[src/logic/uart_cfg.svh]
`ifndef UART_CFG_SVH
`define UART_CFG_SVH

// number of transmitter lanes in the bank.
`define UART_LANES 4

// clock cycles per serial bit.
// 8 keeps simulation short; 2604 gives 19200 baud from a 50 MHz clock.
`define UART_CLKS_PER_BIT 8

// 8N1 frame is start, eight data bits and stop.
`define UART_FRAME_BITS 10

// channel number width is ceil(log2(lanes)) and at least one bit.
`define UART_CHAN_W ((`UART_LANES > 1) ? $clog2(`UART_LANES) : 1)

// bit-time counter width.
`define UART_BITCNT_W 16

`endif
[src/logic/uart_pkg.sv]
`include "uart_cfg.svh"

package uart_pkg;

    typedef logic [`UART_CHAN_W-1:0]   chan_t;     // lane number.
    typedef logic [7:0]                byte_t;
    typedef logic [`UART_BITCNT_W-1:0] bitcnt_t;   // clocks within one bit.
    typedef logic [`UART_LANES-1:0]    lane_vec_t; // one bit per lane.

    typedef struct packed {
        chan_t chan;
        byte_t data;
    } tx_req_t;

    // shared by the request and the completion port.
    typedef enum logic [1:0] {
        HS_IDLE,
        HS_ACK,
        HS_WAIT_DROP
    } hs_state_t;

    typedef enum logic [1:0] {
        LANE_IDLE,
        LANE_SEND,
        LANE_DONE
    } lane_state_t;

endpackage

[src/logic/uart_tx_dispatch.sv]
`timescale 1ns/1ps

module uart_tx_dispatch (
    input  logic               clk,
    input  logic               rst_n,
    input  logic               req,
    input  uart_pkg::tx_req_t  req_data,
    input  uart_pkg::lane_vec_t lane_idle,
    output logic               ack,
    output uart_pkg::lane_vec_t load,
    output uart_pkg::byte_t    load_data
);

    import uart_pkg::*;

    hs_state_t state;
    lane_vec_t sel;        // addressed lane, one-hot.
    logic      sel_idle;
    logic      accept;

    // decode the channel here so the lanes only see a load strobe
    assign sel      = lane_vec_t'(1) << req_data.chan;
    assign sel_idle = |(sel & lane_idle);
    assign accept   = req && sel_idle;

    always_ff @(posedge clk or negedge rst_n) begin
        if (!rst_n) begin
            state <= HS_IDLE;
            ack   <= 1'b0;
            load  <= '0;
        end else begin
            case (state)
                HS_IDLE: begin
                    if (accept) begin
                        load  <= sel;          // one-cycle strobe.
                        state <= HS_ACK;
                    end
                end
                HS_ACK: begin
                    load  <= '0;
                    ack   <= 1'b1;             // byte is in the lane by now.
                    state <= HS_WAIT_DROP;
                end
                HS_WAIT_DROP: begin
                    if (!req) begin
                        ack   <= 1'b0;
                        state <= HS_IDLE;
                    end
                end
                default: begin
                    load  <= '0;
                    ack   <= 1'b0;
                    state <= HS_IDLE;
                end
            endcase
        end
    end

    // payload follows the strobe.
    always_ff @(posedge clk) begin
        if (state == HS_IDLE && accept) begin
            load_data <= req_data.data;
        end
    end

endmodule

[config.mk]
export PLATFORM = sky130hd
export DESIGN_NAME = uart_tx_dispatch
export DESIGN_NICKNAME = d
export VERILOG_FILES = /design/src/logic/uart_pkg.sv /design/src/logic/uart_tx_dispatch.sv
export VERILOG_INCLUDE_DIRS = /design/src /design/src/logic
export SDC_FILE = /design/constraint.sdc
export NUM_CORES = 1
export LEC_CHECK = 0
export ABC_AREA = 1
export BUFFER_PORTS_ARGS = -buffer_cell sky130_fd_sc_hd__buf_4
export CAP_MARGIN = 40
export CORE_MARGIN = 3
export CORE_UTILIZATION = 28
export CTS_CLUSTER_SIZE = 8
export DETAILED_ROUTE_END_ITERATION = 10
export PLACE_DENSITY_LB_ADDON = 0.12
export SETUP_SLACK_MARGIN = 0.4
export SLEW_MARGIN = 20
export SYNTH_ARGS = -nofsm -noshare
export SYNTH_HDL_FRONTEND = slang
export SYNTH_SLANG_ARGS = --single-unit
[constraint.sdc]
create_clock -name clk -period 1.8 [get_ports clk]
set_input_delay 0.36 -clock clk [delete_from_list [all_inputs] [get_ports clk]]
set_output_delay 0.36 -clock clk [all_outputs]
set_load 0.02 [all_outputs]
After elaboration in Yosys (flattened, before gate mapping)
Cells that the tools add are included.
{"block": "op_classes", "div_mod_pow": 0, "muxes": 7, "order_cmp": 0, "add_sub_neg": 0, "shifts": 1, "n_reduce_logical": 7, "n_bitwise": 3, "eq_ne": 4, "n_mul": 0}
{"cell": "$pmux W4 S2", "n": 1}
{"cell": "$pmux W2 S3", "n": 1}
{"cell": "$reduce_and A2 Y1", "n": 3}
{"cell": "$and A4 B4 Y4", "n": 1}
{"cell": "$mux W2", "n": 2}
{"cell": "$mux W4", "n": 1}
{"cell": "$ne A2 B2 Y1 const B", "n": 2}
{"cell": "$reduce_or A4 Y1", "n": 1}
{"cell": "$shl A1 B2 Y4 const A", "n": 1}
{"cell": "$pmux W1 S3", "n": 1}
{"cell": "$eq A2 B1 Y1 const B", "n": 1}
{"cell": "$eq A2 B2 Y1 const B", "n": 1}
{"cell": "$logic_and A1 B1 Y1", "n": 2}
{"cell": "$logic_not A2 Y1", "n": 1}
{"cell": "$not A1 Y1", "n": 2}
{"cell": "$mux W1", "n": 1}
{"block": "word_totals", "reg_bits": 15, "inputBits": 17, "latch_bits": 0, "word_cells": 26, "n_memories": 0, "ramBits": 0, "rom_bits": 0}

Depth between registers and ports, before layout
{"block": "depth", "ltp_word": 6, "mapped_depth": 7}

Worst setup path after synthesis
OpenSTA, ideal clock, no wires.
{"block": "synth_path", "kind": "input-to-reg", "startpoint": "in req_data[9] (netlist name)", "endpoint": "reg load_data[0], enable pin", "path_slack_ns": 0.355, "t_required_ns": 1.430, "arrival_time_ns": 1.075, "path_buffers": 0, "cell_stages": 5, "path_cell_list": "nor2_1 -> nand2_1 -> nand2_2 -> o21ai_4 -> nor2_1"}
{"block": "synth_between", "elab_chain_cells": 5}
{"element": "start: declaration", "line": "uart_tx_dispatch.sv:7", "source": "input uart_pkg::tx_req_t req_data,"}
{"element": "$shl A1 B2 Y4", "line": "uart_tx_dispatch.sv:22", "source": "assign sel = lane_vec_t'(1) << req_data.chan;"}
{"element": "$and A4 B4 Y4", "line": "uart_tx_dispatch.sv:23", "source": "assign sel_idle = |(sel & lane_idle);"}
{"element": "$reduce_or A4 Y1", "line": "uart_tx_dispatch.sv:23"}
{"element": "$logic_and A1 B1 Y1", "line": "uart_tx_dispatch.sv:24", "source": "assign accept = req && sel_idle;"}
{"element": "$logic_and A1 B1 Y1", "line": "uart_tx_dispatch.sv:61", "source": "if (state == HS_IDLE && accept) begin"}
{"element": "end signal: assignment", "line": "uart_tx_dispatch.sv:62", "source": "load_data <= req_data.data;"}
{"element": "end: declaration", "line": "uart_tx_dispatch.sv:11", "source": "output uart_pkg::byte_t load_data"}
Every way passes these cells.
A chain may end at the register's enable or synchronous reset.

Final worst setup path
{"block": "layout_path", "startpoint": "reg state[1]", "endpoint": "reg load_data[6], enable pin"}
{"block": "layout_between", "elab_chain_cells": 2}
{"element": "start: declaration", "line": "uart_tx_dispatch.sv:16", "source": "hs_state_t state;"}
{"element": "start signal: assignment", "line": "uart_tx_dispatch.sv:28", "source": "state <= HS_IDLE;"}
{"element": "start signal: assignment", "line": "uart_tx_dispatch.sv:36", "source": "state <= HS_ACK;"}
{"element": "start signal: assignment", "line": "uart_tx_dispatch.sv:42", "source": "state <= HS_WAIT_DROP;"}
{"element": "$logic_not A2 Y1", "line": "uart_tx_dispatch.sv:61"}
{"element": "$logic_and A1 B1 Y1", "line": "uart_tx_dispatch.sv:61"}
Every way passes these cells.

==> results.tsv <==
metric	value	unit
post-synthesis cell count	54	
maximum fanout encountered on the critical timing path	8	
buffers from clock root to sink, at most	2	
Crit path required time	1770	ps
type of the most critical hold path	in2reg	
measured slew at the worst slew-check pin	296.7	ps
CTS clock-pin slew for the worst setup and hold paths	80	ps
portion of synthesized cell area occupied by the leading cell type	39.59	%
WP buf/inv	0	
share of layout cells above drive strength 1	43.18	%
worst endpoint data arrival time	1220	ps
Vias	474	
clock network fraction of design power	19.9	%
cell taking the most area after synthesis	edfxtp_1	
count of cell types in the netlist	11	
synthesis-to-layout area growth	48.87	%
number of antenna repair diodes	0	
count of clock tree sinks	15	
leakage dissipation	0.4420	nW
net load switching power	0.2949	mW
total routing usage reported by global routing	8.933	%
combinational cell fraction of total power	29.6	%
detailed router's first-iteration violation count	9	
max-cap check violation count	0	
portion of the post-synthesis area used by sequential elements	68.45	%
combined area of all synthesized cells	606.8	sq um
startpoint kind of the worst setup timing path	flop	
Std-Cell Rows	16	
worst vdd ir	357.9	uV
starting density of the core	30.31	%
area inside the core boundary	0.002002	sq mm
global-route congestion overflow total	0	
family with the most delay on the worst path	flip-flops	
Residual DRC	0	
I/O pins	30	
sequential fraction of design power	50.5	%
first-pass GRT wire length	1787	um
total number of nets in the final design	106	
hold path startpoint	req_data[7]	
CP startpoint	state[1]$_DFFE_PN0P_	
core occupancy in the finished layout	45.13	%
cells taking the most area after synthesis	edfxtp_1 40%, dfrtp_1 29%, nand3_1 5.8%	
CTS root buf	clkbuf_4	
post-DR wirelength/cell	9.583	um
per-cell via count in the routed design	4.122	
Slowest Stage Delay on Critical Path	420	ps
Yosys warnings	0	
internal power summed over all cells	0.6266	mW
detailed-placement wirelength estimate	901.9	um
clock tree from TritonCTS	done	
Crit Path Class	reg2reg	
clock period minus worst slack	1249	ps
final setup skew	0.7902	ps
crit end category	flop	
master of the slowest instance on the critical path	dfrtp_1	
Slew headroom	80.15	%
die boundary width	52.56	um
number of setup violations in the final report	0	
RR Startpoint	state[1]$_DFFE_PN0P_	
fill count	198	
# H-tree levels	1	
antenna violations before repair	0	
Detail Route Antenna Nets	0	
Port Buffers	29	
pin count of the biggest net entering global routing	10	
Power per Cell Area	1020	mW/mm^2
count of state elements after synthesis	15	
Clock Latency Late Sink	270	ps
Final Wtd Congestion	0.6843	
DR pass1 iterations	2	
series of cell instances along the critical path	nor2_1, o21ai_4, nor2_4	
fraction of the cycle the final worst path needs	69.37	%
number of CTS-inserted buffers	3	
Avg Inst Size Synth	11.24	sq um
RSZ-0062 raised after global routing	no	
number of hold violations in the final report	0	
buffers inserted by post-CTS timing repair	0	
run status	complete, no violations	
final WL	1102	um
area of the die	0.002762	sq mm
switching power as a share of total power	32.00	%
via count of the first global-routing pass	465	
post-route setup TNS	0	ps
number of nets in the synthesized netlist	71	
Max Clk Rate	800.8	MHz
die outline height	52.56	um
Slew Limit Fails	0	
## cell type report
class / count / area, sq um / share of cell area (%)
flip-flops and latches: 15 / 415.4 / 45.98
repair buffers: 30 / 227.7 / 25.21
multi-input cells: 32 / 172.7 / 19.11
well taps: 27 / 33.78 / 3.740
inverters: 7 / 26.28 / 2.909
clock buffers: 3 / 22.52 / 2.493
clock inverters: 1 / 5.005 / 0.5540
## layer usage
| metal | global-route usage (%) | wire length, um | vias to the layer above |
|---|---|---|---|
| met3 | 2.279 | 117 | 4 |
| met5 | 0 | 0 | - |
| li1 | - | - | 251 |
| met4 | 6.383 | 25 | 0 |
| met2 | 14.67 | 518 | 21 |
| met1 | 9.892 | 441 | 198 |
## logic make-up after synthesis
group,Yosys count,synth area share [%]
flip-flops,15,68.45
buffers and inverters,7,4.331
AO/OA/AOI/OAI,3,4.331
AND/OR/NAND/NOR,29,22.89
## sequential cells by signal (all words and copies together), names as in the netlist
| register | count |
|---|---|
| load_data | 8 |
| ack | 1 |
| load | 4 |
| state | 2 |
## final timing paths
kind	slack (ps)	depth (start not counted)	endpoint
min in group asynchronous	420	2	load[2]$_DFFE_PN0P_
max reg2reg	550	3	load_data[6]$_DFFE_PP_
max in group asynchronous	1260	2	ack$_DFFE_PN0P_
min	260	1	load_data[7]$_DFFE_PP_
max	550	3	load_data[6]$_DFFE_PP_
min reg2reg	520	2	load[2]$_DFFE_PN0P_
## cell usage after synthesis
library cell,number
edfxtp_1,8
nor2_1,8
dfrtp_1,7
inv_1,7
nand2_1,7
nand3_1,7
nand4_1,4
a21oi_1,2
nand2_2,2
nand3_2,1
o21ai_4,1
## stage by stage
stage | instances | setup WS [ps] | cell area [sq um] | power (mW) | hold WS [ps]
after floorplan | 54 | 509.4 | 609.3 | 0.6165 | 64.41
after global placement | 110 | 242.4 | 860.8 | 0.7464 | 178.4
after detailed placement | 110 | 239.8 | 860.8 | 0.7468 | 179.6
after CTS | 115 | 519.7 | 903.4 | 0.9369 | 245.8
after global routing | 115 | 450.7 | 903.4 | 0.9846 | 232.1
final | 115 | 551.3 | 903.4 | 0.9215 | 257.0
## worst register-to-register path: stages (launching register included)
cell	delay, ps
dfrtp_1	420
nor2_1	200
o21ai_4	120
nor2_4	210
## cell usage in the layout (no fill, tap or decap)
cell / count
nand2_1: 7
clkinv_2: 1
nand3_1: 7
nand4_1: 4
nand2_2: 2
nand3_2: 1
a21oi_1: 2
buf_4: 29
inv_1: 7
dlygate4sd3_1: 1
dfrtp_1: 7
edfxtp_1: 8
clkbuf_4: 3
nor2_1: 7
o21ai_4: 1
nor2_4: 1
## power by group through the flow
stage	Clock, mW	Combinational (mW)	Sequential [mW]
floorplan	0	0.0884	0.528
global placement	0	0.273	0.473
detailed placement	0	0.274	0.473
CTS	0.193	0.278	0.466
global route	0.211	0.299	0.475
finish	0.184	0.273	0.465
## repair_timing
item | in CTS | in global routing
resized for setup | 1 | 0
hold buffers | 1 | 0
endpoints found under the setup margin | 8 | 0
hold endpoints to repair | 7 | 0
Power figures use the tool's default switching activity.
